### src/include/main_settings.svh
// Board widths, memory map codes and sound-chip register numbers, included by the RTL
`ifndef MAIN_SETTINGS_SVH
`define MAIN_SETTINGS_SVH

// CPU bus widths
`define MAIN_ADDR_W   16
`define MAIN_DATA_W   8

// Memory widths seen from the descrambled address
`define MAIN_RAM_AW   11    // 2 KB work RAM
`define MAIN_ROM_AW   15    // 32 KB program ROM
`define MAIN_VID_AW   13    // Text and background windows

// Region codes on descrambled bits 15:13
`define MAP_RAM       3'b100
`define MAP_TXT       3'b101
`define MAP_BGD       3'b110
`define MAP_SEC       3'b111

// Sound chip
`define PSG_REG_COUNT 16
`define PSG_REG_IOA   14    // Flip and DIP mux select
`define PSG_REG_IOB   15    // DIP switch read
`endif

### src/logic/main_pkg.sv
// Shared types of the main board, imported by every RTL block and the testbench
`default_nettype none
`include "main_settings.svh"

package main_pkg;

    typedef logic [`MAIN_ADDR_W-1:0] addr_t;     // CPU address
    typedef logic [`MAIN_DATA_W-1:0] byte_t;     // Data bus
    typedef logic [`MAIN_ROM_AW-1:0] rom_addr_t;
    typedef logic [`MAIN_RAM_AW-1:0] ram_addr_t;
    typedef logic [`MAIN_VID_AW-1:0] vid_addr_t;

    // One CPU bus cycle, strobes active high
    typedef struct packed {
        logic  mreq;
        logic  iorq;
        logic  rd;
        logic  wr;
        addr_t addr;    // Still scrambled
        byte_t wdata;
    } cpu_bus_t;

    // Decoder output
    typedef struct packed {
        logic       rom;
        logic       ram;
        logic       txt;
        logic       bgd;
        logic       sec;
        logic       io_rd;
        logic       psg_addr_wr;
        logic       psg_data_wr;
        logic       psg_rd;
        logic [1:0] port;   // Input port number
    } chip_sel_t;

    typedef struct packed {
        logic [4:0] joy1;   // Punch, up, down, left, right
        logic [4:0] joy2;
        logic [1:0] start;
        logic       coin;
        logic       service;
        logic       vblank;
    } cabinet_t;

    typedef struct packed {
        logic      valid;
        logic      bgd;     // Set for background, clear for text
        vid_addr_t addr;
        byte_t     data;
    } vid_wr_t;

endpackage

`default_nettype wire

### src/logic/security_chip.sv
// Protection device model, two data latches merged through a left shift on read
`timescale 1ns/1ps
`default_nettype none

module security_chip import main_pkg::*; (
    input  logic  clk,
    input  logic  reset,
    input  logic  cen,
    input  logic  cs,
    input  logic  wr,
    input  logic  rd,
    input  logic  a0,
    input  byte_t wdata,
    output byte_t rdata
);

    byte_t       latest;    // Last byte written
    byte_t       prior;     // The one before it
    logic [2:0]  shift;
    logic [15:0] merged;

    always_ff @(posedge clk) begin
        if (reset) begin
            latest <= '0;
            prior  <= '0;
            shift  <= '0;
        end else if (cen && cs && wr) begin
            if (!a0) begin
                prior  <= latest;   // Data write pushes the pair along
                latest <= wdata;
            end else begin
                shift  <= wdata[2:0];
            end
        end
    end

    // Upper byte of the shifted pair
    assign merged = {latest, prior} << shift;

    // Only drives the bus while read
    assign rdata = (cs && rd) ? merged[15:8] : '0;

endmodule

`default_nettype wire

### config.mk
export PLATFORM = sky130hd
export DESIGN_NAME = security_chip
export DESIGN_NICKNAME = d
export VERILOG_FILES = /design/src/logic/main_pkg.sv /design/src/logic/security_chip.sv
export VERILOG_INCLUDE_DIRS = /design/src /design/src/include
export SDC_FILE = /design/constraint.sdc
export NUM_CORES = 1
export LEC_CHECK = 0
export BUFFER_PORTS_ARGS = -buffer_cell sky130_fd_sc_hd__buf_4
export CAP_MARGIN = 20
export CORE_AREA = 10 10 59 61
export DETAILED_ROUTE_END_ITERATION = 6
export DIE_AREA = 0 0 69 71
export MAX_ROUTING_LAYER = met4
export PLACE_DENSITY = 0.71
export SLEW_MARGIN = 20
export SYNTH_ARGS = -nofsm -noshare
export SYNTH_HDL_FRONTEND = slang
export SYNTH_SLANG_ARGS = --single-unit
### constraint.sdc
create_clock -name clk -period 1.9 [get_ports clk]
set_input_delay 0.285 -clock clk [delete_from_list [all_inputs] [get_ports clk]]
set_output_delay 0.285 -clock clk [all_outputs]
set_load 0.005 [all_outputs]
==> flow_metrics.py <==
metrics = {
    "placed_design": {
        "globalplace.congestion": 0.810,
        "dp_hpwl_um": 1950,
        "numPortBuffers": 22,
        "place_area_um2": 1180,
    },
    "worst_setup_path": {
        "worst-path-buf-inv": 2,
        "r2r.worst_path.cells": 3,
        "cp_cell_sequence": "buf_12, mux2_4, o22ai_1, nor3_1, buf_4",
        "critical_path.slowest_cell": "dfxtp_4",
        "worst_path_dominant_cell_family": "flip-flops",
        "worstSetupEndpointType": "primary output",
        "cp.depth": 5,
        "regToRegEndpoint": "shift[1]",
        "timing.critical_path.slowest_cell_delay_ns": 0.40,
        "r2r_slack_ns": 1.10,
        "cp_startpoint_kind": "flop",
        "critical_path.reg2reg.startpoint": "shift[1]",
        "arrival_ns": 1.57,
        "crit_start": "shift[1]",
        "worstSetupEndpoint": "rdata[5]",
        "cp.required_ns": 1.62,
        "cp_max_fo": 6,
        "crit_type": "flop to primary output",
    },
    "timing": {
        "period_share": 0.977,
        "post_route_minimum_period_ns": 1.86,
        "clock-skew-final_ns": 0.00436,
        "setup-violations-final": 0,
        "drv_slew": 0,
        "slew_headroom": 0.633,
        "timing.final.hold_violations": 0,
        "achievable-frequency_ghz": 0.539,
        "transition_at_the_pin_with_the_smallest_max_transition_slack_ns": 0.550,
    },
    "finish": {
        "share_of_cells_above_drive_strength_1": 0.354,
        "finish.net_count": 160,
        "num_antenna_cells": 0,
        "finish.instance_area_um2": 1320,
        "synthToLayoutAreaGrowth_pct": 30.6,
    },
    "synthesis": {
        "yosysWarningCount": 0,
        "mappedNetlistNets": 138,
        "ys_seq_area_frac": 0.358,
        "netlist_area_um2": 1010,
        "synth_cell_type_count": 21,
        "avgSynthCellArea_um2": 8.19,
        "instance_count_of_the_mapped_netlist": 123,
        "postSynthRegisterBits": 18,
    },
    "floorplan": {
        "floorplan.die.height_um": 71,
        "rows": 18,
        "design.core.area_um2": 2390,
        "die-width_um": 69,
        "io_pins": 23,
        "initial_utilization": 0.422,
        "fp.dieArea_um2": 4900,
    },
    "power": {
        "power_w": 0.000714,
        "maximum_vdd_ir_drop_v": 0.000440,
        "cellPowerDensity_nw_per_um2": 543,
        "power.static_leakage_nw": 0.517,
    },
    "hold_path": {
        "whs_path_depth": 3,
        "worst_hold_path_type": "primary input to flop",
    },
    "clock_network": {
        "cts_tree": "yes",
        "post_cts_hold_buffers": 0,
        "clk_pin_slew_ns": 0.10,
        "cts_inserted_buffers": 3,
        "clk_root_buf": "clkbuf_4",
        "clock_path_buffers": 2,
        "clock_sink_count": 18,
        "clkLatencyLatePin_ns": 0.30,
        "htreeDepth": 1,
    },
    "detailed_routing": {
        "vias": 973,
        "antenna_violating_nets_post_route": 0,
        "drcViolationCount": 0,
        "detailedRoute.firstPassIterationCount": 4,
        "drt-wirelength-per-cell_um": 15.2,
        "final_wirelength_um": 2650,
        "via_per_instance_ratio": 5.59,
        "drt_first_iter_violations": 88,
    },
    "job": {
        "max-cap-violations": 0,
    },
    "global_routing": {
        "first_pass_grt_wire_length_um": 4350,
        "gr-total-overflow": 0,
        "grt_antenna_before_repair": 0,
        "largest_net_degree_at_the_start_of_global_routing": 19,
        "first_global_vias": 963,
        "grt_usage": 0.107,
    },
    "outcome": {
        "run_status": "finished clean",
    },
}
-- area by class of cell --
cell class,instances,area [um2]
multi-input cells,96,652
flip-flops and latches,18,364
well taps,30,37.5
clock buffers,4,36.3
fillers,226,1070
repair buffers,26,225
-- per-layer routing --
metal	vias to the layer above	GRT usage	routed length [um]
met3	5	0.0251	95
met4	0	0.0403	40
met5	-	-	0
li1	484	-	-
met1	460	0.118	1170
met2	24	0.181	1340
-- worst register-to-register path, cell delays in order, from the launching register on --
cell and delay, ns:
dfxtp_4 0.38, buf_4 0.14, mux2i_1 0.13, nor2_1 0.05
-- registers in the layout (all words and copies together), names as in the netlist --
signal,cells
shift,3
prior,7
latest,8
-- cell usage in the layout, fill, tap and decap left out --
cell | netlist | layout
a21oi_1 | 15 | 15
and4b_1 | 1 | 1
buf_12 | 0 | 1
buf_4 | 3 | 24
clkbuf_16 | 0 | 1
clkbuf_4 | 0 | 3
clkbuf_8 | 0 | 1
dfxtp_1 | 18 | 17
dfxtp_4 | 0 | 1
mux2_1 | 3 | 3
mux2_4 | 5 | 10
mux2i_1 | 3 | 3
nand2_1 | 32 | 32
nand2b_2 | 0 | 2
nand4_1 | 1 | 1
nand4b_1 | 1 | 1
nor2_1 | 3 | 3
nor3_1 | 7 | 7
nor3_2 | 1 | 1
o22ai_1 | 16 | 10
o22ai_2 | 0 | 6
or2_2 | 1 | 1
-- what timing repair did --
item                                    4_1_cts  5_1_grt
endpoints found under the setup margin        8        8
gates cloned                                  0        1
pin swaps                                     0        2
gates resized for setup                       3       12
buffers inserted                              0        1
-- cell usage after synthesis (all sizes together) --
master  number  area (um2)
nor3         8        45.0
nor2         3        11.3
nand2       32         120
mux2i        3        30.0
o22ai       16         100
dfxtp       18         360
nand4b       1        8.76
and4b        1        10.0
a21oi       15        75.1
nand4        1        6.26
or2          1        6.26
buf          8        52.5
mux2        13         165
clkbuf       1        3.75
nand2b       2        12.5
-- report_power, final --
part	leakage, nW	total (W)	internal [W]	switching [W]
Combinational	0.350	0.0000897	0.0000476	0.0000421
Sequential	0.146	0.000387	0.000381	0.00000599
Clock	0.0210	0.000237	0.000117	0.000120
-- kinds of logic (layout without fill, tap and decap cells) --
| group | count (synthesis) | in the layout | synth area share |
|---|---|---|---|
| AOI/OAI and AO/OA | 31 | 31 | 0.174 |
| buffers and inverters | 9 | 30 | 0.0559 |
| muxes | 16 | 16 | 0.194 |
| DFF | 18 | 18 | 0.358 |
| and+or+nand+nor | 49 | 49 | 0.219 |
-- how the worst min path moves through the flow --
| stage | from | endpoint | slack (ns) |
|---|---|---|---|
| floorplan | wdata[0] | latest[0] | 0.42 |
| global placement | prior[2] | prior[2] | 0.45 |
| detailed placement | prior[2] | prior[2] | 0.46 |
| CTS | wdata[7] | latest[7] | 0.22 |
| global route | wdata[5] | latest[5] | 0.22 |
| finish | wdata[7] | latest[7] | 0.22 |
-- stage by stage --
stage	utilization	setup TNS [ns]	setup slack (ns)	std cells	hold WS, ns
6_report	0.551	0	0.0443	174	0.223
5_1_grt	0.551	-0.00290	-0.00290	174	0.221
4_1_cts	0.513	0	0.00875	172	0.220
3_5_place_dp	0.495	0	0.224	168	0.460
3_3_place_gp	0.495	0	0.280	168	0.447
2_1_floorplan	-	0	0.486	123	0.421
Note: power is estimated with default switching activity, not from simulation.
