==> src/include/main_settings.svh <==
// Board widths, memory map codes and sound-chip register numbers, included by the RTL
`ifndef MAIN_SETTINGS_SVH
`define MAIN_SETTINGS_SVH

// CPU bus widths
`define MAIN_ADDR_W   16
`define MAIN_DATA_W   8

// Memory widths seen from the descrambled address
`define MAIN_RAM_AW   11    // 2 KB work RAM
`define MAIN_ROM_AW   15    // 32 KB program ROM
`define MAIN_VID_AW   13    // Text and background windows

// Region codes on descrambled bits 15:13
`define MAP_RAM       3'b100
`define MAP_TXT       3'b101
`define MAP_BGD       3'b110
`define MAP_SEC       3'b111

// Sound chip
`define PSG_REG_COUNT 16
`define PSG_REG_IOA   14    // Flip and DIP mux select
`define PSG_REG_IOB   15    // DIP switch read
`endif

==> src/logic/main_pkg.sv <==
// Shared types of the main board, imported by every RTL block and the testbench
`default_nettype none
`include "main_settings.svh"

package main_pkg;

    typedef logic [`MAIN_ADDR_W-1:0] addr_t;     // CPU address
    typedef logic [`MAIN_DATA_W-1:0] byte_t;     // Data bus
    typedef logic [`MAIN_ROM_AW-1:0] rom_addr_t;
    typedef logic [`MAIN_RAM_AW-1:0] ram_addr_t;
    typedef logic [`MAIN_VID_AW-1:0] vid_addr_t;

    // One CPU bus cycle, strobes active high
    typedef struct packed {
        logic  mreq;
        logic  iorq;
        logic  rd;
        logic  wr;
        addr_t addr;    // Still scrambled
        byte_t wdata;
    } cpu_bus_t;

    // Decoder output
    typedef struct packed {
        logic       rom;
        logic       ram;
        logic       txt;
        logic       bgd;
        logic       sec;
        logic       io_rd;
        logic       psg_addr_wr;
        logic       psg_data_wr;
        logic       psg_rd;
        logic [1:0] port;   // Input port number
    } chip_sel_t;

    typedef struct packed {
        logic [4:0] joy1;   // Punch, up, down, left, right
        logic [4:0] joy2;
        logic [1:0] start;
        logic       coin;
        logic       service;
        logic       vblank;
    } cabinet_t;

    typedef struct packed {
        logic      valid;
        logic      bgd;     // Set for background, clear for text
        vid_addr_t addr;
        byte_t     data;
    } vid_wr_t;

endpackage

`default_nettype wire

==> src/logic/addr_decode.sv <==
// Address descrambler and chip-select decoder, purely combinational, sits on the CPU bus
`timescale 1ns/1ps
`default_nettype none
`include "main_settings.svh"

module addr_decode import main_pkg::*; (
    input  cpu_bus_t  bus,
    output addr_t     addr,
    output chip_sel_t sel
);

    //////////////////////////////////////////////////////////////////////
    // Address obfuscation, undone by two buffer stages on the board

    assign addr[2:0]   = ~bus.addr[2:0];    // Inverting buffer
    assign addr[3]     = ~bus.addr[4];
    assign addr[4]     = ~bus.addr[5];
    assign addr[5]     = ~bus.addr[9];
    assign addr[6]     = bus.addr[3];       // Plain reorder
    assign addr[7]     = bus.addr[6];
    assign addr[8]     = bus.addr[7];
    assign addr[9]     = bus.addr[8];
    assign addr[15:10] = bus.addr[15:10];   // Untouched

    //////////////////////////////////////////////////////////////////////
    // Chip selects

    always_comb begin
        sel = '0;

        // Memory side only looks at iorq
        // mreq would come too late for the ROM fetch
        if (!bus.iorq) begin
            case (addr[15:13])
                `MAP_RAM: sel.ram = bus.mreq && !addr[11];   // Upper 2 KB open
                `MAP_TXT: sel.txt = bus.mreq;
                `MAP_BGD: sel.bgd = bus.mreq;
                `MAP_SEC: sel.sec = 1'b1;
                default:  sel.rom = 1'b1;                    // 0000-7FFF
            endcase
        end

        // I/O side
        sel.port        = addr[1:0];
        sel.io_rd       = bus.iorq && bus.rd;
        sel.psg_rd      = sel.io_rd && (addr[1:0] == 2'd0);  // Port 0 is the PSG
        sel.psg_addr_wr = bus.iorq && bus.wr && !addr[0];
        sel.psg_data_wr = bus.iorq && bus.wr && addr[0];
    end

endmodule

`default_nettype wire

==> config.mk <==
export PLATFORM = sky130hd
export DESIGN_NAME = addr_decode
export DESIGN_NICKNAME = d
export VERILOG_FILES = /design/src/logic/main_pkg.sv /design/src/logic/addr_decode.sv
export VERILOG_INCLUDE_DIRS = /design/src /design/src/include
export SDC_FILE = /design/constraint.sdc
export NUM_CORES = 1
export LEC_CHECK = 0
export BUFFER_PORTS_ARGS = -buffer_cell sky130_fd_sc_hd__buf_2
export CAP_MARGIN = 20
export CELL_PAD_IN_SITES_DETAIL_PLACEMENT = 2
export CELL_PAD_IN_SITES_GLOBAL_PLACEMENT = 2
export CORE_ASPECT_RATIO = 1.25
export CORE_MARGIN = 2
export CORE_UTILIZATION = 10
export DETAILED_ROUTE_END_ITERATION = 10
export MAX_ROUTING_LAYER = met4
export PLACE_DENSITY = 0.95
export RECOVER_POWER = 100
export SYNTH_ARGS = -nofsm -noshare
export SYNTH_HDL_FRONTEND = slang
export SYNTH_SLANG_ARGS = --single-unit
==> constraint.sdc <==
create_clock -name vclk -period 0.8
set_input_delay 0.16 -clock vclk [all_inputs]
set_output_delay 0.16 -clock vclk [all_outputs]
set_load 0.1 [all_outputs]
==> key figures, run 1 <==
Timing
  – Slew headroom: 0.825
  – Fmax: ~0.95 GHz
  – Worst-Margin Slew: about 0.26 ns
  – Period minus WS final: around 1.1 ns
  – Pins Over Slew Limit: 0
  – Worst setup margin: -0.256 ns
  – Hold WS: 0.320 ns
  – RSZ-0062 raised after global routing: yes
  – Period utilisation layout: 1.32
  – Final Hold Fails: 0
  – Final setup fails: 9

Yosys
  – Post-synthesis sequential area ratio: 0
  – Syn Nets: 56
  – Post-Syn Instances: 28
  – Compound-gate portion of the synthesized area: 0
  – Fraction of the mapped netlist area in simple logic gates: 0.474
  – XOR/XNOR Fraction of Synth Area: 0
  – Post-synthesis mux area share: 0
  – Post-Syn Area: 214 um2
  – Library cells used by synthesis: 10
  – Main combinational cell family by area after synthesis: buffers and inverters
  – Syn avg cell area: roughly 7.6 um2
  – Synth Area in Adders: 0
  – Syn. warnings: 0

Floorplan
  – Die H: between 50 and 60 um
  – Initial core utilization: 0.107
  – FP Rows: 18
  – I/O pins: 55
  – Core Region: 2000 um2
  – Area of the die: roughly 2500 um2
  – Die width: 45.4 um

GRT
  – Vias in the first global route: roughly 350
  – Largest net degree at the start of global routing: 6
  – Global-route wire length before repair: about 1.5 mm
  – Grt ovf: 0
  – All-Layer GR Usage: 0.0806
  – Initial antenna violation count: 0

Drt
  – Routed via count: about 310
  – Iteration-0 DRC Markers: 1
  – Vias per cell: 3.88
  – Number of remaining DRC errors: 0
  – Post-Route WL: 952 um
  – DRT antenna net count: 0
  – WL/cell: approximately 12 um
  – DRT Pass-1 Iters: 2

Final layout
  – Fill count: around 220
  – ANT cells: 0
  – Total Nets Final: 91
  – Seq cells: 0
  – FF+latch area: 0 um2
  – Most common cell after layout, fill and taps aside: buf_12
  – Clock buffers: 0
  – Fin cells: 81
  – Share of layout cells above drive strength 1: 0.967
  – Commonest non-fill, non-tap cells in the layout: buf_12 (14), buf_2 (10), buf_4 (8), buf_6 (7), clkinvlp_4 (6)
  – Syn-to-layout area delta: 252%

Worst setup path
  – Worst path cell trace: buf_8 > nand3b_4 > nor3b_4 > buf_12
  – Startpoint Class: input port
  – CP required: approximately 0.64 ns
  – CP peak stage delay: between 0.2 and 0.25 ns
  – Crit-path max FO: 3
  – Slowest cell on crit path: nor3b_4
  – Crit Path Category: input port to output pin
  – Worst EP arrival: 0.90 ns
  – Critical Path End Type: output pin

Status
  – Failing checks: negative setup slack
  – Status: finished, violations left

Place
  – Dpl hpwl: roughly 910 um
  – I/O Buffers: 35
  – Gp weighted congestion: ~0.63
  – Placed cells: 79

Hold path
  – Hold path start: bus[11]
  – Terminating pin of the worst hold path: addr[6]
  – Worst Hold Path Cells: 0
  – Hold Crit Class: input port to output pin

Flow run
  – Max-Cap Viols: 0

Pwr
  – Peak supply drop: around 0.37 mV
  – Pwr dens: 913 nW/um2
  – Leak: roughly 0.33 nW
[power breakdown]
group / internal, W / switching (W) / leakage [nW] / total [W]
clock: 0 / 0 / 0 / 0
combinational: 0.000242 / 0.000446 / 0.331 / 0.000688
sequential: 0 / 0 / 0 / 0
total: 0.000242 / 0.000446 / 0.331 / 0.000688
[routing by layer]
layer / vias to the layer above / track usage / wire [um]
li1: 142 / - / -
met1: 143 / 0.0641 / 249
met2: 29 / 0.176 / 574
met3: 0 / 0.0130 / 128
met4: 0 / 0.00840 / 0
met5: - / - / 0
[worst max-delay path by stage]
stage                       start     end  slack (ns)  cells past startpoint
after floorplan           bus[26]  sel[9]       -0.69                      2
after global placement    bus[26]  sel[8]       -0.27                      4
after detailed placement  bus[26]  sel[8]       -0.32                      4
after CTS                 bus[26]  sel[8]       -0.28                      4
after global routing      bus[26]  sel[8]       -0.29                      4
final                     bus[26]  sel[8]       -0.26                      4
[cells by family after synthesis]
logic type / count (synthesis)
buf+inv: 18
simple gates: 10
[layout make-up]
type	count	area (um2)	area share
timing repair buffer	45	537	0.713
multi-input combinational	10	146	0.194
inverter	6	45.0	0.0598
tap	20	25.0	0.0332
[worst max-delay path, delay by kind of cell]
family | cells | cell delay, ns
simple gates | 2 | 0.43
buf+inv | 2 | 0.30
[what timing repair did]
item / 4_1_cts / 5_1_grt
buffers inserted: 2 / 0
hold buffers: 0 / 0
resized for setup: 9 / 0
pin swaps: 4 / 1
endpoints found under the setup margin: 13 / 9
[cell usage after synthesis, drive strengths merged]
| library cell | count | area, um2 |
|---|---|---|
| and4b | 1 | 10.0 |
| and2 | 1 | 8.76 |
| nand3b | 1 | 20.0 |
| and3 | 3 | 21.3 |
| inv | 6 | 22.5 |
| nor4 | 1 | 12.5 |
| nor2 | 1 | 3.75 |
| nor3b | 2 | 25.0 |
| buf | 12 | 90.1 |
[stage by stage]
step | cell area [um2] | utilization | setup WS (ns) | total power, W | setup TNS, ns
floorplan | 289 | - | -0.691 | 0.000558 | -3.04
global placement | 767 | 0.383 | -0.266 | 0.000698 | -1.52
detailed placement | 767 | 0.383 | -0.316 | 0.000710 | -1.89
CTS | 811 | 0.404 | -0.284 | 0.000735 | -1.97
global route | 753 | 0.376 | -0.290 | 0.000710 | -2.19
finish | 753 | 0.376 | -0.256 | 0.000688 | -1.89
Note: power is estimated with default switching activity, not from simulation.
==> run 2: changes to the inputs <==
--- a/config.mk
+++ b/config.mk
@@ -6,6 +6,7 @@
 export SDC_FILE = /design/constraint.sdc
 export NUM_CORES = 1
 export LEC_CHECK = 0
+export ABC_CLOCK_PERIOD_IN_PS = 1300
 export BUFFER_PORTS_ARGS = -buffer_cell sky130_fd_sc_hd__buf_2
 export CAP_MARGIN = 20
 export CELL_PAD_IN_SITES_DETAIL_PLACEMENT = 2
==> constraint.sdc (replaced) <==
create_clock -name vclk -period 1.3
set_input_delay 0.26 -clock vclk [all_inputs]
set_output_delay 0.26 -clock vclk [all_outputs]
set_load 0.1 [all_outputs]
==> run 2 against run 1 <==
- the run now ends clean
- sequential share of layout area stayed put
- count of clock-buffer cells in the layout did not move
- cell count fell by 8.6%
- die area did not move
- worst setup slack better by 0.29 ns
- critical path depth stayed put
- sequential cell count unchanged
- first-iteration DRC count stayed put
- via count is 12% lower
- wire length fell by 15%
- core utilization down 13 points
- largest cell class unchanged
==> key figures, run 2 (synthesized netlist as in run 1, its figures left out) <==
Timing
  – Period minus WS final: ~1.3 ns
  – Period utilisation layout: 0.971
  – Setup TNS: 0 ns
  – RSZ-0062 raised after global routing: yes
  – Slew headroom: 0.637
  – Pins Over Slew Limit: 0
  – Fmax: 0.792 GHz
  – Hold WS: 0.520 ns
  – Final Hold Fails: 0
  – Worst-Margin Slew: about 0.55 ns
  – Final setup fails: 0

Floorplan
  – Core Region: between 2000 and 2500 um2
  – I/O pins: 55
  – Die H: about 56 um
  – Die width: around 45 um
  – Area of the die: between 2000 and 3000 um2
  – Initial core utilization: 0.107
  – FP Rows: 18

Final layout
  – Seq cells: 0
  – Fin area: between 400 and 500 um2
  – Commonest non-fill, non-tap cells in the layout: buf_2 (14), clkbuf_4 (7), clkbuf_2 (6), buf_4 (5)
  – ANT cells: 0
  – Most common cell after layout, fill and taps aside: buf_2
  – Clock buffers: 0
  – Syn-to-layout area delta: 129%
  – Share of layout cells above drive strength 1: 0.926
  – Fill count: between 200 and 250
  – Post-layout util: 0.244
  – Total Nets Final: between 80 and 90
  – Fin cells: 74
  – FF+latch area: 0 um2
  – Multi-input logic area: 140 um2

Hold path
  – Terminating pin of the worst hold path: addr[10]
  – Hold path start: bus[18]
  – Hold Crit Class: input port to output pin
  – Worst Hold Path Cells: 0

Drt
  – Iteration-0 DRC Markers: 1
  – DRT antenna net count: 0
  – Vias per cell: between 3 and 4
  – DRT Pass-1 Iters: 2
  – Number of remaining DRC errors: 0
  – Post-Route WL: 809 um
  – WL/cell: 10.9 um
  – Routed via count: 275

GRT
  – Global-route wire length before repair: 1.24 mm
  – Grt ovf: 0
  – All-Layer GR Usage: 0.0613
  – Largest net degree at the start of global routing: 7
  – Initial antenna violation count: 0
  – Vias in the first global route: 291

Place
  – Dpl hpwl: between 700 and 800 um
  – Placed cell area: between 700 and 800 um2
  – Placed cells: between 70 and 80
  – Gp weighted congestion: 0.594
  – I/O Buffers: 35

Worst setup path
  – CP top delay family: simple AND/OR/NAND/NOR gates
  – Buf+Inv Stages, Crit Path: 2
  – Crit-path max FO: 6
  – Worst path cell trace: buf_8 > nand3b_4 > nor3b_4 > buf_6
  – Startpoint Class: input port
  – CP required: 1.04 ns
  – Critical Path End Type: output pin
  – Crit Path Category: input port to output pin
  – Worst EP arrival: 1.00 ns
  – CP peak stage delay: approximately 0.24 ns
  – Slowest cell on crit path: buf_6

Clock tree
  – Setup bufs post-CTS: 0

Pwr
  – NetSw: between 0.0002 and 0.0003 W
  – Register share of total power: 0
  – Internal: 0.0000753 W
  – Pwr dens: between 600 and 700 nW/um2
  – Peak supply drop: 0.159 mV
  – Leak: 0.265 nW
  – Combinational Power Share: 1.000
  – Sw Share: 0.771
  – Clock share of power: 0

Status
  – Status: finished, final reports clean

Flow run
  – Max-Cap Viols: 0
[run 2: worst max-delay path by stage]
stage,slack (ns),start,cells after the start,end
3_3_place_gp,0.02,bus[26],4,sel[8]
6_report,0.04,bus[26],4,sel[8]
3_5_place_dp,-0.01,bus[26],4,sel[7]
4_1_cts,0.01,bus[26],4,sel[7]
2_1_floorplan,-0.39,bus[26],2,sel[9]
5_1_grt,-0.004,bus[26],4,sel[7]
[run 2: power groups by stage]
stage / clock (W) / combinational, W / sequential (W)
final: 0 / 0.000329 / 0
after global routing: 0 / 0.000339 / 0
after CTS: 0 / 0.000417 / 0
after detailed placement: 0 / 0.000415 / 0
after global placement: 0 / 0.000409 / 0
after floorplan: 0 / 0.000340 / 0
[run 2: per-stage QoR]
| step | total power, W | setup WS (ns) |
|---|---|---|
| CTS | 0.000417 | 0.0111 |
| global placement | 0.000409 | 0.0183 |
| floorplan | 0.000340 | -0.391 |
| finish | 0.000329 | 0.0372 |
| global route | 0.000339 | -0.00388 |
| detailed placement | 0.000415 | -0.0136 |
[run 2: layout make-up]
cell class	instances	area share
multi-input cells	10	0.286
inverters	6	0.0563
well taps	20	0.0512
repair buffers	38	0.606
[run 2: routing by layer]
| metal | GRT usage | up-vias | part of all wire |
|---|---|---|---|
| li1 | - | 128 | - |
| met1 | 0.0621 | 116 | 0.29 |
| met2 | 0.124 | 31 | 0.55 |
| met3 | 0.00649 | 0 | 0.16 |
| met4 | 0 | 0 | 0 |
| met5 | - | - | 0 |
[run 2: what timing repair did]
action / CTS / global route
pin swaps: 1 / 1
hold buffers: 0 / 0
endpoints found under the setup margin: 3 / 1
resized for setup: 2 / 1
