File: src/include/main_settings.svh
// Board widths, memory map codes and sound-chip register numbers, included by the RTL
`ifndef MAIN_SETTINGS_SVH
`define MAIN_SETTINGS_SVH

// CPU bus widths
`define MAIN_ADDR_W   16
`define MAIN_DATA_W   8

// Memory widths seen from the descrambled address
`define MAIN_RAM_AW   11    // 2 KB work RAM
`define MAIN_ROM_AW   15    // 32 KB program ROM
`define MAIN_VID_AW   13    // Text and background windows

// Region codes on descrambled bits 15:13
`define MAP_RAM       3'b100
`define MAP_TXT       3'b101
`define MAP_BGD       3'b110
`define MAP_SEC       3'b111

// Sound chip
`define PSG_REG_COUNT 16
`define PSG_REG_IOA   14    // Flip and DIP mux select
`define PSG_REG_IOB   15    // DIP switch read
`endif

File: src/logic/main_pkg.sv
// Shared types of the main board, imported by every RTL block and the testbench
`default_nettype none
`include "main_settings.svh"

package main_pkg;

    typedef logic [`MAIN_ADDR_W-1:0] addr_t;     // CPU address
    typedef logic [`MAIN_DATA_W-1:0] byte_t;     // Data bus
    typedef logic [`MAIN_ROM_AW-1:0] rom_addr_t;
    typedef logic [`MAIN_RAM_AW-1:0] ram_addr_t;
    typedef logic [`MAIN_VID_AW-1:0] vid_addr_t;

    // One CPU bus cycle, strobes active high
    typedef struct packed {
        logic  mreq;
        logic  iorq;
        logic  rd;
        logic  wr;
        addr_t addr;    // Still scrambled
        byte_t wdata;
    } cpu_bus_t;

    // Decoder output
    typedef struct packed {
        logic       rom;
        logic       ram;
        logic       txt;
        logic       bgd;
        logic       sec;
        logic       io_rd;
        logic       psg_addr_wr;
        logic       psg_data_wr;
        logic       psg_rd;
        logic [1:0] port;   // Input port number
    } chip_sel_t;

    typedef struct packed {
        logic [4:0] joy1;   // Punch, up, down, left, right
        logic [4:0] joy2;
        logic [1:0] start;
        logic       coin;
        logic       service;
        logic       vblank;
    } cabinet_t;

    typedef struct packed {
        logic      valid;
        logic      bgd;     // Set for background, clear for text
        vid_addr_t addr;
        byte_t     data;
    } vid_wr_t;

endpackage

`default_nettype wire

File: src/logic/cabinet_inputs.sv
// Cabinet input multiplexer, puts coin, start, blanking and joysticks on the I/O ports
`timescale 1ns/1ps
`default_nettype none

module cabinet_inputs import main_pkg::*; (
    input  cabinet_t   cab,
    input  logic [1:0] port,
    input  byte_t      psg_data,
    output byte_t      data
);

    // Board wiring swaps up and down
    // In: punch, up, down, left, right. Out: punch, down, up, left, right
    function automatic logic [4:0] joy_order(input logic [4:0] joy);
        return {joy[4], joy[2], joy[3], joy[1:0]};
    endfunction

    always_comb begin
        data = 8'hff;   // Unused lines pulled up
        case (port)
            2'd0: begin
                data = psg_data;            // Sound chip, DIP switches behind it
            end
            2'd1: begin
                data[7]   = cab.coin;
                data[6]   = cab.service;
                data[5]   = cab.vblank;
                data[3:2] = cab.start;
            end
            2'd2: begin
                data[4:0] = joy_order(cab.joy2);  // Player 2
            end
            2'd3: begin
                data[4:0] = joy_order(cab.joy1);  // Player 1
            end
            default: begin
                data = 8'hff;
            end
        endcase
    end

endmodule

`default_nettype wire

File: config.mk
export PLATFORM = sky130hd
export DESIGN_NAME = cabinet_inputs
export DESIGN_NICKNAME = d
export VERILOG_FILES = /design/src/logic/main_pkg.sv /design/src/logic/cabinet_inputs.sv
export VERILOG_INCLUDE_DIRS = /design/src /design/src/include
export SDC_FILE = /design/constraint.sdc
export NUM_CORES = 1
export LEC_CHECK = 0
export BUFFER_PORTS_ARGS = -buffer_cell sky130_fd_sc_hd__buf_4
export CAP_MARGIN = 5
export CELL_PAD_IN_SITES_DETAIL_PLACEMENT = 1
export CELL_PAD_IN_SITES_GLOBAL_PLACEMENT = 1
export CORE_AREA = 2 2 39 41
export DETAILED_ROUTE_END_ITERATION = 8
export DIE_AREA = 0 0 41 43
export PLACE_DENSITY = 0.83
export SYNTH_ARGS = -nofsm -noshare
export SYNTH_HDL_FRONTEND = slang
export SYNTH_SLANG_ARGS = --single-unit
export TNS_END_PERCENT = 20
File: constraint.sdc
create_clock -name vclk -period 0.8
set_input_delay 0 -clock vclk [all_inputs]
set_output_delay 0 -clock vclk [all_outputs]
set_load 0.01 [all_outputs]
==> results of run 1 <==
-- stage by stage --
| stage | util (%) | TNS (ps) | hold WS [ps] | worst slack (ps) |
|---|---|---|---|---|
| 2_1_floorplan | - | 0 | 142 | 221 |
| 3_3_place_gp | 31.8 | 0 | 288 | 3.53 |
| 3_5_place_dp | 31.8 | -6.32 | 293 | -6.32 |
| 4_1_cts | 31.3 | 0 | 293 | 39.4 |
| 5_1_grt | 31.3 | 0 | 300 | 16.2 |
| 6_report | 31.3 | 0 | 290 | 44.9 |
-- layer usage --
metal,global-route usage [%],share of wire [%],up-vias
li1,-,-,142
met3,0.524,12,0
met1,11.9,36,131
met4,0,0,0
met2,15.9,52,13
met5,0,0,-
-- power groups by stage --
stage	registers [mW]	clock network (mW)	logic, mW
2_1_floorplan	0	0	0.0889
3_3_place_gp	0	0	0.235
3_5_place_dp	0	0	0.241
4_1_cts	0	0	0.246
5_1_grt	0	0	0.262
6_report	0	0	0.243
-- cell type report --
type / count / share of cell area [%]
Multi-Input combinational cell: 17 / 34.7
Tap cell: 16 / 4.62
Timing Repair Buffer: 35 / 60.7
-- worst max-delay path, stage by stage --
cell    delay (ps)
buf_4          110
mux4_2         490
buf_4          160
-- how the worst min path moves through the flow --
stage | endpoint | depth (start not counted)
3_5_place_dp | data[6] | 3
5_1_grt | data[6] | 3
6_report | data[5] | 3
2_1_floorplan | data[5] | 1
4_1_cts | data[6] | 3
3_3_place_gp | data[7] | 3
-- cells by family after synthesis --
| kind of cell | after synthesis |
|---|---|
| compound gates | 6 |
| simple gates | 6 |
| mux | 5 |
| buf+inv | 2 |
-- synth_stat cells --
library cell  count  area [µm²]
buf_2             1        5.00
mux2i_1           3        30.0
nor2b_1           3        18.8
a21oi_1           3        15.0
a211o_1           3        26.3
mux4_1            2        52.6
nor3_1            3        15.0
buf_6             1        11.3
-- what timing repair did --
item / CTS / global route
resized for setup: 2 / 0
endpoints found under the setup margin: 1 / 0
hold endpoints to repair: 0 / 0
hold buffers: 0 / 0
==> run metrics, run 1 <==
status=complete, no violations; yosys warns=0; # IOs=33; CP Capture Type=output pin; via count=about 290; Inst Count DP=68; area post-placement=440 µm²; Worst-Margin Slew=roughly 160 ps; NetSw=0.0816 mW; Pleak=between 0.2 and 0.25 nW; Worst slew margin=89.2%; Total GRT Usage=between 8 and 9%; Req. time, crit path=approximately 800 ps; Non-Filler Instances=68; final hold violation count=0; combinational fraction of design power=100.0%; worst hold path class=in2out; Synth Area in Compound Gates=between 20% and 30%; Setup crit start kind=primary input; Residual DRC=0; RSZ-0062 raised after global routing=no; clkbuf count=0; Clk pwr share=0%; post-route design area=around 430 µm²; Pwr Total=0.243 mW; die width=between 40 and 50 µm; area of the multi-input gates=about 150 µm²; HPWL Detailed=676 µm; die area=approximately 1800 µm²; Slew Limit Fails=0; Post-Synthesis Cells=19; Post-Synth XOR/XNOR Area=0%; 1st-pass router iterations=2; fraction of the mapped netlist area in simple logic gates=approximately a fifth; f_max=1320 MHz; vias in the first global route=280; 1st-iter DRT viols=3; peak supply drop=~0.0001 V; layout cell share with drive strength beyond 1=71.2%; total gr overflow=0; Arr. time, crit path=roughly 760 ps; IO buf count=33; power per standard cell area=561 nW/µm²; Tcrit/Tclk final=a little over nine tenths; mux cell area share after synthesis=~47%; final WL=~790 µm; switch share=between 30% and 40%; Synthesized Nets=44; nets=79; site row count=14; FF+latch area=0 µm²; Netlist cell types=8; initial antenna violation count=0; routability cong.=roughly 0.58; final setup violation count=0; Post-DRT Antenna Nets=0; largest net degree at the start of global routing=12; crit path to=data[3]; # Post-CTS Setup Buffers=0; commonest non-fill, non-tap cell in the layout=buf_4; first-pass GRT wire length=1170 µm; Seq/Total Area, Yosys=0%; Initial Util=12.6%; post-synthesis cell area=174 µm²; maximum fanout along the worst path=4; launch point of the worst path=port[0]; diode count=0; DR vias/cell=about 4.2; adder-cell share of the synthesized area=0%; core area=roughly 1400 µm²; syn_area_per_cell=approximately 9.2 µm²; cell internal pwr=0.161 mW; Area Overhead vs Synth=149%; sequential power share=0%; critical path class=in2out; post-DR wirelength/cell=around 12 µm; post-layout min period=755 ps; Die Y-Extent=between 40 and 50 µm; seq_cells=0; largest family of logic cells by synthesized area=multiplexers; max-cap viol count=0; Hold Startpoint=cab[0]; Layout fillers=about 170
Note: power is estimated with default switching activity, not from simulation.
==> run 2: changes to the inputs <==
--- a/config.mk
+++ b/config.mk
@@ -14,6 +14,7 @@
 export DETAILED_ROUTE_END_ITERATION = 8
 export DIE_AREA = 0 0 41 43
 export PLACE_DENSITY = 0.83
+export REMOVE_ABC_BUFFERS = 1
 export SYNTH_ARGS = -nofsm -noshare
 export SYNTH_HDL_FRONTEND = slang
 export SYNTH_SLANG_ARGS = --single-unit
==> run 2 against run 1 <==
- clock-buffer cell count stayed put
- sequential share of layout area stayed put
- first-iteration DRC count grew 33%
- fmax is 0.50% higher
- via count increased by 4.9%
- setup slack better by 3.8 ps
- routed wire length is 3.2% higher
- final area unchanged
- worst hold slack worse by 1.3 ps
- core utilization unchanged
- sequential cell count did not move
- die area stayed put
==> run metrics, run 2 (synthesized netlist as in run 1, its figures left out) <==
largest net degree at the start of global routing=12; post-route design area=433 µm²; Post-DRT Antenna Nets=0; Hold Buf Count CTS=0; total gr overflow=0; Die Y-Extent=43 µm; post-layout min period=between 700 and 800 ps; Pleak=approximately 0.22 nW; power per standard cell area=approximately 560 nW/µm²; via count=300; Req. time, crit path=roughly 800 ps; nets=about 80; status=complete, no violations; CP Capture Type=output pin; Slew Limit Fails=0; commonest non-fill, non-tap cell in the layout=buf_4; seq_cells=0; IO buf count=33; DR vias/cell=4.41; core area=between 1000 and 1500 µm²; Area Overhead vs Synth=149%; die width=about 41 µm; Tcrit/Tclk final=93.9%; routability cong.=~0.60; peak supply drop=around 0.00012 V; Setup Total Neg Slack=0 ps; initial antenna violation count=0; 1st-pass router iterations=2; first-pass GRT wire length=approximately 1100 µm; max-cap viol count=0; maximum fanout along the worst path=4; critical path class=in2out; site row count=14; Total GRT Usage=8.80%; final hold violation count=0; Worst slew margin=approximately 91%; area post-placement=around 440 µm²; layout cell share with drive strength beyond 1=71.2%; f_max=around 1300 MHz; Worst-Margin Slew=between 100 and 150 ps; final setup violation count=0; RSZ-0062 raised after global routing=no; CTS resizes=0; final hold slack=between 200 and 300 ps; Initial Util=~13%; diode count=0; final WL=817 µm; die area=1760 µm²; clkbuf count=0; # Post-CTS Setup Buffers=0; HPWL Detailed=between 700 and 800 µm; 1st-iter DRT viols=4; # IOs=33; Setup crit start kind=primary input; Arr. time, crit path=between 700 and 800 ps; Residual DRC=0; FF+latch area=0 µm²; vias in the first global route=between 200 and 300; post-DR wirelength/cell=between 10 and 15 µm; worst hold path class=in2out
run 2: cell counts in the layout (fill, tap and decap cells not counted):
Identical to the previous run, type by type.
run 2: final timing paths:
check    start  endpoint  depth (start not counted)
max    port[0]   data[2]                          3
min     cab[2]   data[7]                          3
run 2: layout make-up:
type,count,area (µm²)
fillers,173,951
repair buffers,35,263
multi-input cells,17,150
well taps,16,20.0
run 2: metal layers:
metal / track usage [%] / vias up / wire length, µm
met5: 0 / - / 0
met4: 0 / 0 / 0
met3: 0.524 / 0 / 112
met2: 18.4 / 21 / 428
met1: 8.89 / 136 / 276
li1: - / 143 / -
run 2: power breakdown:
group          leakage [nW]  switching, mW  internal (mW)
sequential                0              0              0
combinational         0.223         0.0823          0.161
clock                     0              0              0
total                 0.223         0.0823          0.161
run 2: per-stage QoR:
stage               utilization, %  worst slack (ps)  power [mW]  cells
finish                        31.3              48.7       0.243     68
global route                  31.3              17.0       0.266     68
CTS                           31.8            0.0442       0.244     68
detailed placement            31.8             0.285       0.243     68
global placement              31.8              11.0       0.238     68
floorplan                        -               221      0.0713     17
run 2: critical path, stage by stage:
cell    delay [ps]
buf_4          110
mux4_2         480
buf_4          160
==> run 3: changes to the inputs <==
--- a/config.mk
+++ b/config.mk
@@ -15,6 +15,7 @@
 export DIE_AREA = 0 0 41 43
 export PLACE_DENSITY = 0.83
 export REMOVE_ABC_BUFFERS = 1
+export SETUP_SLACK_MARGIN = 0.1
 export SYNTH_ARGS = -nofsm -noshare
 export SYNTH_HDL_FRONTEND = slang
 export SYNTH_SLANG_ARGS = --single-unit
==> run 3 against run 2 <==
- power rose by 4.7%
- non-clock buffer count unchanged
- via count grew 1.0%
- routed wire length fell by 0.98%
- clock-buffer cell count stayed put
- sequential share of layout area is the same
- fmax is 5.5% higher
- setup slack better by 39 ps
- cell count unchanged
- combinational power rose by 5%
- sequential cell count stayed put
- critical endpoint unchanged
- largest cell class unchanged
==> run metrics, run 3 (synthesized netlist as in run 1, its figures left out) <==
first-pass GRT wire length=about 1200 µm; post-DR wirelength/cell=~12 µm; via count=just over 300; Slew Limit Fails=0; final hold violation count=0; launch point of the worst path=port[0]; power per standard cell area=between 500 and 600 nW/µm²; 1st-iter DRT viols=8; Tcrit/Tclk final=89.0%; Layout fillers=~170; largest net degree at the start of global routing=12; f_max=~1400 MHz; routability cong.=0.603; peak supply drop=0.000123 V; core area=about 1400 µm²; worst hold path class=in2out; Setup Total Neg Slack=0 ps; final setup violation count=0; vias in the first global route=between 200 and 300; max-cap viol count=0; Arr. time, crit path=slightly above 700 ps; # Post-CTS Setup Buffers=0; post-layout min period=a little over 700 ps; layout cell share with drive strength beyond 1=71.2%; total gr overflow=0; critical path class=in2out; # IOs=33; Hold Buf Count CTS=0; initial antenna violation count=0; Initial Util=12.6%; FF+latch area=0 µm²; diode count=0; nets=between 70 and 80; Area Overhead vs Synth=158%; Total GRT Usage=approximately a tenth; die area=around 1800 µm²; Worst-Margin Slew=~140 ps; Die Y-Extent=between 40 and 50 µm; status=complete, no violations; DR vias/cell=about 4.5; final WL=809 µm; Worst slew margin=around nine tenths; Setup crit start kind=primary input; commonest non-fill, non-tap cell in the layout=buf_4; Residual DRC=0; Pleak=between 0.2 and 0.25 nW; final hold slack=roughly 290 ps; seq_cells=0; Pwr Total=0.255 mW; HPWL Detailed=between 700 and 800 µm; Post-DRT Antenna Nets=0; die width=between 40 and 50 µm; Req. time, crit path=800 ps; 1st-pass router iterations=4; IO buf count=33; CP Capture Type=output pin; Hold Startpoint=cab[2]; site row count=14; maximum fanout along the worst path=4; RSZ-0062 raised after global routing=yes; clkbuf count=0
==> run 3: cell counts in the layout (fill, tap and decap cells not counted) <==
No cell type changed its count.
==> run 3: routing by layer <==
layer / GRT usage [%] / vias to the layer above / part of all wire (%)
met5: 0 / - / 0
li1: - / 144 / -
met2: 18.4 / 23 / 53
met4: 0 / 0 / 0
met1: 10.8 / 136 / 33
met3: 0.524 / 0 / 14
==> run 3: worst max-delay path, stage by stage <==
cell    delay (ps)
buf_8           80
mux4_2         490
buf_6          140
==> run 3: layout make-up <==
type                            instances  area (µm²)  share of cell area [%]
Tap cell                               16        20.0                    4.47
Multi-Input combinational cell         17         150                    33.5
Timing Repair Buffer                   35         278                    62.0
==> run 3: timing repair <==
item / in CTS / in global routing
gates resized for setup: 6 / 0
setup endpoints to repair: 5 / 8
pin swaps: 0 / 0
==> run 3: through the flow <==
stage               area [µm²]  setup slack (ps)  cells  utilization (%)
floorplan                  158               221     17                -
global placement           440              11.0     68             31.8
detailed placement         440             0.285     68             31.8
CTS                        448              83.7     68             32.4
global route               448              63.1     68             32.4
finish                     448              88.0     68             32.4
==> run 3: final timing paths <==
path       to  slack, ps  cells after the start
max   data[2]         90                      3
min   data[7]        290                      3
==> run 3: power by group <==
part	internal, mW	switching (mW)
Clock	0	0
Sequential	0	0
Combinational	0.171	0.0838
Total	0.171	0.0838
