==> config.mk <==
export PLATFORM = sky130hd
export DESIGN_NAME = psg_ports
export DESIGN_NICKNAME = d
export VERILOG_FILES = /design/src/logic/main_pkg.sv /design/src/logic/psg_ports.sv
export VERILOG_INCLUDE_DIRS = /design/src /design/src/include
export SDC_FILE = /design/constraint.sdc
export NUM_CORES = 1
export LEC_CHECK = 0
export ABC_CLOCK_PERIOD_IN_PS = 4500
export BUFFER_PORTS_ARGS = -buffer_cell sky130_fd_sc_hd__buf_2
export CORE_UTILIZATION = 25
export CTS_CLUSTER_SIZE = 10
export DETAILED_ROUTE_END_ITERATION = 12
export MAX_ROUTING_LAYER = met4
export SYNTH_ARGS = -nofsm -noshare
export SYNTH_HDL_FRONTEND = slang
export SYNTH_SLANG_ARGS = --single-unit
==> constraint.sdc <==
create_clock -name clk -period 4.5 [get_ports clk]
set_input_delay 0.9 -clock clk [delete_from_list [all_inputs] [get_ports clk]]
set_output_delay 0.9 -clock clk [all_outputs]
set_load 0.01 [all_outputs]
==> src/include/main_settings.svh <==
// Board widths, memory map codes and sound-chip register numbers, included by the RTL
`ifndef MAIN_SETTINGS_SVH
`define MAIN_SETTINGS_SVH

// CPU bus widths
`define MAIN_ADDR_W   16
`define MAIN_DATA_W   8

// Memory widths seen from the descrambled address
`define MAIN_RAM_AW   11    // 2 KB work RAM
`define MAIN_ROM_AW   15    // 32 KB program ROM
`define MAIN_VID_AW   13    // Text and background windows

// Region codes on descrambled bits 15:13
`define MAP_RAM       3'b100
`define MAP_TXT       3'b101
`define MAP_BGD       3'b110
`define MAP_SEC       3'b111

// Sound chip
`define PSG_REG_COUNT 16
`define PSG_REG_IOA   14    // Flip and DIP mux select
`define PSG_REG_IOB   15    // DIP switch read
`endif

==> src/logic/main_pkg.sv <==
// Shared types of the main board, imported by every RTL block and the testbench
`default_nettype none
`include "main_settings.svh"

package main_pkg;

    typedef logic [`MAIN_ADDR_W-1:0] addr_t;     // CPU address
    typedef logic [`MAIN_DATA_W-1:0] byte_t;     // Data bus
    typedef logic [`MAIN_ROM_AW-1:0] rom_addr_t;
    typedef logic [`MAIN_RAM_AW-1:0] ram_addr_t;
    typedef logic [`MAIN_VID_AW-1:0] vid_addr_t;

    // One CPU bus cycle, strobes active high
    typedef struct packed {
        logic  mreq;
        logic  iorq;
        logic  rd;
        logic  wr;
        addr_t addr;    // Still scrambled
        byte_t wdata;
    } cpu_bus_t;

    // Decoder output
    typedef struct packed {
        logic       rom;
        logic       ram;
        logic       txt;
        logic       bgd;
        logic       sec;
        logic       io_rd;
        logic       psg_addr_wr;
        logic       psg_data_wr;
        logic       psg_rd;
        logic [1:0] port;   // Input port number
    } chip_sel_t;

    typedef struct packed {
        logic [4:0] joy1;   // Punch, up, down, left, right
        logic [4:0] joy2;
        logic [1:0] start;
        logic       coin;
        logic       service;
        logic       vblank;
    } cabinet_t;

    typedef struct packed {
        logic      valid;
        logic      bgd;     // Set for background, clear for text
        vid_addr_t addr;
        byte_t     data;
    } vid_wr_t;

endpackage

`default_nettype wire

==> src/logic/psg_ports.sv <==
// Sound chip register side, address latch, register file and the two I/O ports
`timescale 1ns/1ps
`default_nettype none
`include "main_settings.svh"

module psg_ports import main_pkg::*; (
    input  logic       clk,
    input  logic       reset,
    input  logic       cen,
    input  logic       addr_wr,
    input  logic       data_wr,
    input  byte_t      wdata,
    input  logic [3:0] dip1,
    input  byte_t      dip2,
    output byte_t      rdata,
    output logic       flip
);

    localparam int REG_AW = $clog2(`PSG_REG_COUNT);

    logic [REG_AW-1:0] reg_sel;                 // Address latch
    byte_t             regs [`PSG_REG_COUNT];
    logic [2:0]        dip_mux;
    byte_t             dip_word;

    //////////////////////////////////////////////////////////////////////
    // Bus writes

    always_ff @(posedge clk) begin
        if (reset) begin
            reg_sel <= '0;
            for (int i = 0; i < `PSG_REG_COUNT; i++) begin
                regs[i] <= '0;
            end
        end else if (cen) begin
            if (addr_wr) begin
                reg_sel <= wdata[REG_AW-1:0];   // Upper nibble ignored
            end
            if (data_wr) begin
                regs[reg_sel] <= wdata;
            end
        end
    end

    //////////////////////////////////////////////////////////////////////
    // IOA is an output, IOB reads the DIP switches

    assign flip    = regs[`PSG_REG_IOA][0];
    assign dip_mux = regs[`PSG_REG_IOA][3:1];   // Picks one bit of bank 2

    // Bank 1 straight in, bank 2 one bit at a time
    assign dip_word = {dip2[dip_mux], 3'b000, dip1};

    always_comb begin
        if (reg_sel == REG_AW'(`PSG_REG_IOB)) begin
            rdata = dip_word;       // Input port, not the stored value
        end else begin
            rdata = regs[reg_sel];
        end
    end

endmodule

`default_nettype wire

==> flow_summary.ini, run 1 <==
[die]
die_area_mm2 = 0.0262
core_mm2 = 0.0251
die-width_um = 162
io-pin-count = 34
initial_utilization = 0.254
dieHeight_um = 162
core_rows = 58

[global_routing]
wire_length_of_the_first_global_routing_pass_mm = 23.4
grt_use_total = 0.127
maximum_number_of_pins_on_one_net_before_global_route_repair = 23
grt_remaining_overflow = 0
grt_antenna_before_repair = 2
vias_in_the_first_global_route = 3882

[power]
p_leak_nw = 2.68
power.ir.vdd_worst_uv = 243
power-per-cell-area_mw_per_mm2 = 386

[route]
detailed_route_vias_per_instance = 4.53
ant_nets = 0
wirelength_met1_mm = 6.94
totalWireLength_mm = 15.1
met2WireLength_mm = 6.98
detailedRoute.firstIterationViolations = 268
drc_errors = 0
dr_wl_met3_um = 921
num_vias = 3681
first_pass_iters = 4
top_signal_layer_used = met4
avgRoutedWirePerCell_um = 18.6

[synth]
synth_seq_area_share = 0.628
synthTopCellsByArea = sky130_fd_sc_hd__edfxtp_1, sky130_fd_sc_hd__and2_1, sky130_fd_sc_hd__mux4_2
netlist.area_leader.share = 0.603
synthDominantAreaCellType = sky130_fd_sc_hd__edfxtp_1
post_synth.cell_area_avg_um2 = 14.7
synth.ff_latch_count = 136
syn_area_mm2 = 0.00638
syn-instance-count = 434
synth_nets = 459
number_of_warnings_issued_by_yosys = 0
distinct_cells_synth = 36

[final_layout]
final_design_area_no_fill_mm2 = 0.00739
area_delta_synth_final_pct = 15.9
final_nets = 494
post_route_cells_drive_above_1_share = 0.216
layout.core_utilization = 0.294
mostFrequentLayoutCells = sky130_fd_sc_hd__and2_1, sky130_fd_sc_hd__edfxtp_1, sky130_fd_sc_hd__buf_2, sky130_fd_sc_hd__mux4_2, sky130_fd_sc_hd__nor2_1

[cts]
cts.sink_count = 136
clock_latency_ps = 410
cts-resized-gates = 0
post_cts_hold_buffer_count = 0
post_cts.repair.setup_buffers = 0
tritoncts = built
cts.reportedPaths.clkPinSlew_ps = 50
clock_root_buffer = sky130_fd_sc_hd__clkbuf_16
cts.htree.levels = 4
numCtsBuffers = 17
max-clock-path-buffers = 2

[critical_path]
critical_path.startpoint_type = register
crit_chain = buf_4 > mux4_2 > nor2_1 > nor4_1 > a211o_1 > buf_2
crit_arrival_ps = 2640
crit_buf_inv = 2
setup.worst_path.class = register to output port
kind_of_cell_adding_the_most_delay_to_the_critical_path = flip-flops
crit_path_max_incr_delay_ps = 840
critical_path.max_fanout = 15
crit_end_element = output port
slowest_stage = sky130_fd_sc_hd__dfxtp_1
cp.required_ps = 3600

[status]
outcome = completed

[sta]
fin_crit_ps = 3540
setup_total_negative_slack_ps = 0
endpoints_failing_setup = 0
maxSlewHeadroom = 0.416
final_max_tran_viols = 0
rsz0062_at_grt = no
fmaxAchievable_mhz = 283
post-route-period-util = 0.786
finalClockSkew_ps = 5.11
timing.final.hold_violations = 0
worst-slew-pin-transition_ps = 870

[placement]
instance_area_after_placement_mm2 = 0.00688
hpwlAfterDp_mm = 10.8
io_buffer_count = 33
place.gp.congestion = 0.838

[run]
cap_viol_max_count = 0

[worst_hold_path]
worstHoldPathType = register to register
## routing by layer
layer	vias up	global-route usage
met5	-	-
met2	103	0.191
met1	1877	0.165
li1	1679	-
met3	22	0.0363
met4	0	0.0412
## final timing paths
path	depth (start not counted)	slack, ps	end	startpoint
worst max-delay path	6	960	rdata[3]	register
worst min-delay path	2	590	register	reg_sel[1]
worst max register to register	3	2330	regs[4][3]	reg_sel[0]
worst min register to register	2	590	register	reg_sel[1]
## state kept, by name, summed over array words and instances, names as in the netlist, named ones only
| signal | flops |
|---|---|
| reg_sel | 4 |
| regs | 128 |
## report_power, final
group	internal, W	switching, W
clock	0.000747	0.000471
combinational	0.0000765	0.000105
sequential	0.00143	0.0000278
## Yosys cell counts
library cell                  n
sky130_fd_sc_hd__nor4_1       2
sky130_fd_sc_hd__nand4b_1     2
sky130_fd_sc_hd__nand2_1     13
sky130_fd_sc_hd__nor2b_1      1
sky130_fd_sc_hd__nor3b_1      2
sky130_fd_sc_hd__o22ai_1      2
sky130_fd_sc_hd__or2_2       16
sky130_fd_sc_hd__mux4_1      10
sky130_fd_sc_hd__a21oi_1      5
sky130_fd_sc_hd__dfxtp_1      8
sky130_fd_sc_hd__a2bb2oi_1    2
sky130_fd_sc_hd__o21ai_0      5
sky130_fd_sc_hd__mux2i_1     14
sky130_fd_sc_hd__mux4_2      20
sky130_fd_sc_hd__nand3_1      4
sky130_fd_sc_hd__edfxtp_1   128
sky130_fd_sc_hd__or4_1        1
sky130_fd_sc_hd__and2_1     128
sky130_fd_sc_hd__a211o_1      3
sky130_fd_sc_hd__nand2b_1     4
sky130_fd_sc_hd__mux2_2       6
sky130_fd_sc_hd__buf_6        1
sky130_fd_sc_hd__a31oi_1      2
sky130_fd_sc_hd__or2b_1       1
sky130_fd_sc_hd__nand4_1      2
sky130_fd_sc_hd__o211ai_1     1
sky130_fd_sc_hd__nand3b_1     1
sky130_fd_sc_hd__buf_2       10
sky130_fd_sc_hd__nor3_1       3
sky130_fd_sc_hd__nor3_2       1
sky130_fd_sc_hd__buf_12       1
sky130_fd_sc_hd__buf_4        1
sky130_fd_sc_hd__nor2_1      19
sky130_fd_sc_hd__and3_1       2
sky130_fd_sc_hd__inv_1        1
sky130_fd_sc_hd__clkbuf_1    12
## per-stage QoR
| stage | power [W] | instances | worst slack (ps) | hold slack, ps |
|---|---|---|---|---|
| 2_1_floorplan | 0.00158 | 434 | 1820 | 504 |
| 3_3_place_gp | 0.00166 | 780 | 1300 | 548 |
| 3_5_place_dp | 0.00166 | 780 | 1330 | 566 |
| 4_1_cts | 0.00287 | 811 | 904 | 573 |
| 5_1_grt | 0.00294 | 813 | 807 | 630 |
| 6_report | 0.00285 | 813 | 962 | 589 |
## worst reg2reg max path, cell delays in order, from the launching register on
cell                      delay [ps]
sky130_fd_sc_hd__dfxtp_1         370
sky130_fd_sc_hd__or4_1           620
sky130_fd_sc_hd__nor2_1          490
sky130_fd_sc_hd__or2_2           370
## final cells by class
cell class	count	area (µm²)
inverters	1	3.75
repair buffers	41	225
multi-input cells	272	2240
well taps	330	413
flip-flops and latches	136	4000
clock buffers	25	455
diodes	2	5.00
clock inverters	6	51.3
fillers	2566	17700
## kinds of logic (layout without fill, tap and decap cells)
kind of cell	Yosys count	after routing	share of synthesized area
other cells	0	2	0
buf+inv	26	73	0.0216
mux	50	50	0.144
compound gates	20	20	0.0198
flops	136	136	0.628
simple gates	202	202	0.187
(Power assumes the default switching activity.)
==> inputs of run 2 (changes only) <==
ABC_CLOCK_PERIOD_IN_PS = 3300   (was 4500)
clock period = 3.3 ns   (was 4.5 ns; I/O delays follow)
==> run 2 against run 1 <==
  * Power rose by 48%
  * Sequential power increased by 36%
  * Sequential share of layout area decreased by 1.7 points
  * Critical endpoint unchanged
  * Clock skew grew 2.0 ps
  * Final area rose by 3.2%
==> flow_summary.ini, run 2 (same netlist as run 1, synthesis figures left out) <==
[cts]
max-clock-path-buffers = 2
clock_root_buffer = sky130_fd_sc_hd__clkbuf_16
cts.reportedPaths.clkPinSlew_ps = 60
cts.sink_count = 136
cts-resized-gates = 0
post_cts_hold_buffer_count = 0
post_cts.repair.setup_buffers = 0
clock_latency_ps = 420
tritoncts = built
cts.htree.levels = 4
numCtsBuffers = 17

[die]
dieHeight_um = 162
io-pin-count = 34
core_rows = 58
core_mm2 = 0.0251
die-width_um = 162
die_area_mm2 = 0.0262
initial_utilization = 0.254

[final_layout]
final_design_area_no_fill_mm2 = 0.00763
post_route_cells_drive_above_1_share = 0.260
max_flop_register = regs
mostFrequentLayoutCells = sky130_fd_sc_hd__and2_1, sky130_fd_sc_hd__edfxtp_1, sky130_fd_sc_hd__buf_2, sky130_fd_sc_hd__buf_4, sky130_fd_sc_hd__mux4_2
final_nets = 508
top_regs = regs: 128 flops, reg_sel: 4 flops
largest_register_ffs = 128
area_delta_synth_final_pct = 19.6
diodes = 0

[sta]
setup_total_negative_slack_ps = 0
maxSlewHeadroom = 0.565
post-route-period-util = 0.934
fin_crit_ps = 3080
rsz0062_at_grt = no
finalClockSkew_ps = 7.11
timing.final.hold_violations = 0
worst-slew-pin-transition_ps = 651
fmaxAchievable_mhz = 325
final_max_tran_viols = 0
endpoints_failing_setup = 0

[critical_path]
crit_chain = buf_12 > mux4_2 > mux2i_1 > nor2_1 > a211o_1 > buf_2
kind_of_cell_adding_the_most_delay_to_the_critical_path = multiplexers
reg2regPathDepth = 4
slowest_stage = sky130_fd_sc_hd__mux4_2
setup.worst_path.class = register to output port
ff2ff_setup_slack_ps = 1390
critical_path.startpoint_type = register
cp.required_ps = 2640
critical_path.reg2reg.startpoint = reg_sel[0]
crit_arrival_ps = 2420
critical_path.max_fanout = 29
crit_end_element = output port
crit_path_max_incr_delay_ps = 570
regToRegEndpoint = regs[0][0]
crit_buf_inv = 2

[route]
totalWireLength_mm = 15.3
num_vias = 3672
detailedRoute.firstIterationViolations = 322
ant_nets = 0
first_pass_iters = 4
avgRoutedWirePerCell_um = 18.5
detailed_route_vias_per_instance = 4.45
drc_errors = 0

[worst_hold_path]
timing.hold.worst_path_depth = 2
whs_endpoint = reg_sel[1]
worstHoldStart = reg_sel[1]
worstHoldPathType = register to register

[global_routing]
grt_antenna_before_repair = 0
wire_length_of_the_first_global_routing_pass_mm = 23.3
vias_in_the_first_global_route = 3844
grt_remaining_overflow = 0
grt_use_total = 0.126
maximum_number_of_pins_on_one_net_before_global_route_repair = 30

[power]
power.ir.vdd_worst_uv = 280
power-per-cell-area_mw_per_mm2 = 554
p_leak_nw = 2.80

[placement]
io_buffer_count = 33
instance_area_after_placement_mm2 = 0.00700
place.gp.congestion = 0.799
hpwlAfterDp_mm = 10.7

[run]
cap_viol_max_count = 0

[status]
outcome = completed
## run 2: metrics by stage
step                hold slack (ps)  power (W)  std cells  worst slack (ps)   util
floorplan                       504    0.00216        434              1100      -
global placement                541    0.00227        794               643  0.279
detailed placement              558    0.00228        794               641  0.279
CTS                             559    0.00426        826               183  0.304
global route                    580    0.00435        826              60.6  0.304
finish                          566    0.00423        826               219  0.304
## run 2: final cells by class
type,instances,area (µm²)
Sequential cell,136,4000
Clock buffer,18,429
Multi-Input combinational cell,272,2240
Clock inverter,14,199
Fill cell,2557,17500
Inverter,1,3.75
Tap cell,330,413
Timing Repair Buffer,55,343
## run 2: how the worst max path moves through the flow
stage / cells after the start / slack (ps) / to
after floorplan: 4 / 1100 / rdata[7]
after global placement: 6 / 640 / rdata[0]
after detailed placement: 5 / 640 / rdata[6]
after CTS: 6 / 180 / rdata[0]
after global routing: 6 / 60 / rdata[0]
final: 6 / 220 / rdata[3]
## run 2: worst register-to-register path, delay by kind of cell (launching register included)
kind          cells  cell delay [ps]
simple gates      3             1040
flops             1              370
buf+inv           1              180
## run 2: per-layer routing
metal / GRT usage / share of wire / vias up / wire [µm]
li1: - / - / 1713 / -
met3: 0.0312 / 0.064 / 15 / 980
met1: 0.163 / 0.44 / 1850 / 6750
met5: - / 0 / - / 0
met4: 0.0279 / 0.0092 / 0 / 140
met2: 0.201 / 0.49 / 94 / 7420
## run 2: power by group
group          internal (W)  switching, W
registers           0.00194     0.0000298
logic              0.000107      0.000153
clock network       0.00127      0.000727
total               0.00332      0.000910
==> inputs of run 3 (changes only) <==
CELL_PAD_IN_SITES_DETAIL_PLACEMENT = 1   (was unset)
CELL_PAD_IN_SITES_GLOBAL_PLACEMENT = 1   (was unset)
PLACE_DENSITY_LB_ADDON = 0.1   (was unset)
==> run 3 against run 2 <==
  * Sequential share of layout area increased by 0.73 points
  * Core utilization is 0.40 points lower
  * Clock power down 12%
  * Critical path type unchanged
  * Critical endpoint is now rdata[0]
==> flow_summary.ini, run 3 (same netlist as run 1, synthesis figures left out) <==
[cts]
post_cts_hold_buffer_count = 0
clock_latency_ps = 420
tritoncts = built
max-clock-path-buffers = 2
post_cts.repair.setup_buffers = 0
cts.sink_count = 136
cts-resized-gates = 0
cts.reportedPaths.clkPinSlew_ps = 60
cts.htree.levels = 4
clock_root_buffer = sky130_fd_sc_hd__clkbuf_16
numCtsBuffers = 17

[global_routing]
grt_antenna_before_repair = 2
wire_length_of_the_first_global_routing_pass_mm = 28.0
grt_remaining_overflow = 0
vias_in_the_first_global_route = 4044
maximum_number_of_pins_on_one_net_before_global_route_repair = 26
grt_use_total = 0.159

[power]
p_leak_nw = 2.76
netSwitchingFraction = 0.234
power.internal_w = 0.00308
power-per-cell-area_mw_per_mm2 = 533
pwr-share-comb = 0.065
power.net_switching_w = 0.000939
share_of_total_power_in_sequential_cells = 0.495
pwr-share-clk = 0.439
power.ir.vdd_worst_uv = 288

[route]
drc_errors = 0
num_vias = 3720
ant_nets = 0
avgRoutedWirePerCell_um = 22.9
totalWireLength_mm = 18.9
first_pass_iters = 5
detailedRoute.firstIterationViolations = 271
detailed_route_vias_per_instance = 4.51

[worst_hold_path]
worstHoldPathType = input port to register
timing.hold.worst_path_depth = 3
worstHoldStart = addr_wr

[sta]
timing.final.hold_violations = 0
worst-slew-pin-transition_ps = 630
fin_crit_ps = 3190
setup_total_negative_slack_ps = 0
fmaxAchievable_mhz = 314
final.setup.worst_slack_ps = 113
final_max_tran_viols = 0
endpoints_failing_setup = 0
whs_ps = 564
rsz0062_at_grt = no
post-route-period-util = 0.966
maxSlewHeadroom = 0.578
finalClockSkew_ps = 7.68

[die]
die-width_um = 162
core_mm2 = 0.0251
dieHeight_um = 162
io-pin-count = 34
die_area_mm2 = 0.0262
initial_utilization = 0.254
core_rows = 58

[critical_path]
crit_chain = mux4_1 > mux2i_1 > a2bb2oi_1 > o21ai_0 > buf_2
crit_buf_inv = 1
critical_path.startpoint_type = register
critical_path.reg2reg.startpoint = reg_sel[0]
critical_path.max_fanout = 19
crit_end_element = output port
setup.worst_path.class = register to output port
reg2regPathDepth = 4
kind_of_cell_adding_the_most_delay_to_the_critical_path = multiplexers
cp.required_ps = 2640
crit_arrival_ps = 2530
crit_path_max_incr_delay_ps = 720
slowest_stage = sky130_fd_sc_hd__dfxtp_2
cp_num_cells = 5

[run]
cap_viol_max_count = 0

[placement]
hpwlAfterDp_mm = 13.1
io_buffer_count = 33
pre_cts_slack_ps = 557
place.gp.congestion = 0.752
instance_area_after_placement_mm2 = 0.00699

[final_layout]
post_route_cells_drive_above_1_share = 0.260
area_delta_synth_final_pct = 18.0
max_flop_register = regs
fillers = 2682
largest_register_ffs = 128
final_nets = 506
mostFrequentLayoutCells = sky130_fd_sc_hd__and2_1, sky130_fd_sc_hd__edfxtp_1, sky130_fd_sc_hd__buf_2, sky130_fd_sc_hd__mux4_2
final_design_area_no_fill_mm2 = 0.00753
top_regs = regs: 128 flops, reg_sel: 4 flops

[status]
outcome = completed
==> run 3: cell count changes in the layout (fill, tap and decap cells not counted), moves of 2 or more <==
cell	previous run	this run
sky130_fd_sc_hd__inv_6	2	0
sky130_fd_sc_hd__dfxtp_1	8	6
sky130_fd_sc_hd__bufinv_16	4	1
sky130_fd_sc_hd__dfxtp_2	0	2
sky130_fd_sc_hd__buf_4	21	19
sky130_fd_sc_hd__clkinv_2	1	6
==> run 3: per-layer routing <==
metal  wire length [µm]  vias to the layer above  GRT usage
met5                  0                        -          -
met4                277                        0     0.0519
met3                781                       13     0.0260
met2               8930                       90      0.246
met1               8920                     1916      0.212
li1                   -                     1701          -
==> run 3: worst register-to-register path, delay by kind of cell (launching register included) <==
kind,cells,cell delay [ps]
flops,1,440
buf+inv,1,230
simple gates,3,920
==> run 3: path summary, 6_finish.rpt <==
| check | end | slack [ps] |
|---|---|---|
| max | rdata[0] | 110 |
| min | register | 560 |
| max reg2reg | regs[1][0] | 1380 |
| min reg2reg | register | 590 |
==> run 3: area by class of cell <==
| cell class | instances | area (µm²) | share of cell area |
|---|---|---|---|
| clock buffers | 18 | 429 | 0.0570 |
| repair buffers | 53 | 328 | 0.0435 |
| inverters | 1 | 3.75 | 0.000499 |
| well taps | 330 | 413 | 0.0548 |
| diodes | 1 | 2.50 | 0.000332 |
| flip-flops and latches | 136 | 4010 | 0.532 |
| clock inverters | 13 | 109 | 0.0145 |
| multi-input cells | 272 | 2240 | 0.297 |
==> run 3: metrics by stage <==
stage,cells,utilization,power [W]
2_1_floorplan,434,-,0.00216
3_3_place_gp,792,0.278,0.00229
3_5_place_dp,792,0.278,0.00230
4_1_cts,823,0.300,0.00406
5_1_grt,824,0.300,0.00414
6_report,824,0.300,0.00401
==> run 3: power groups by stage <==
stage / Clock, W / Sequential [W] / Combinational [W]
floorplan: 0 / 0.00199 / 0.000170
global placement: 0 / 0.00202 / 0.000268
detailed placement: 0 / 0.00203 / 0.000269
CTS: 0.00180 / 0.00199 / 0.000270
global route: 0.00186 / 0.00199 / 0.000285
finish: 0.00176 / 0.00199 / 0.000262
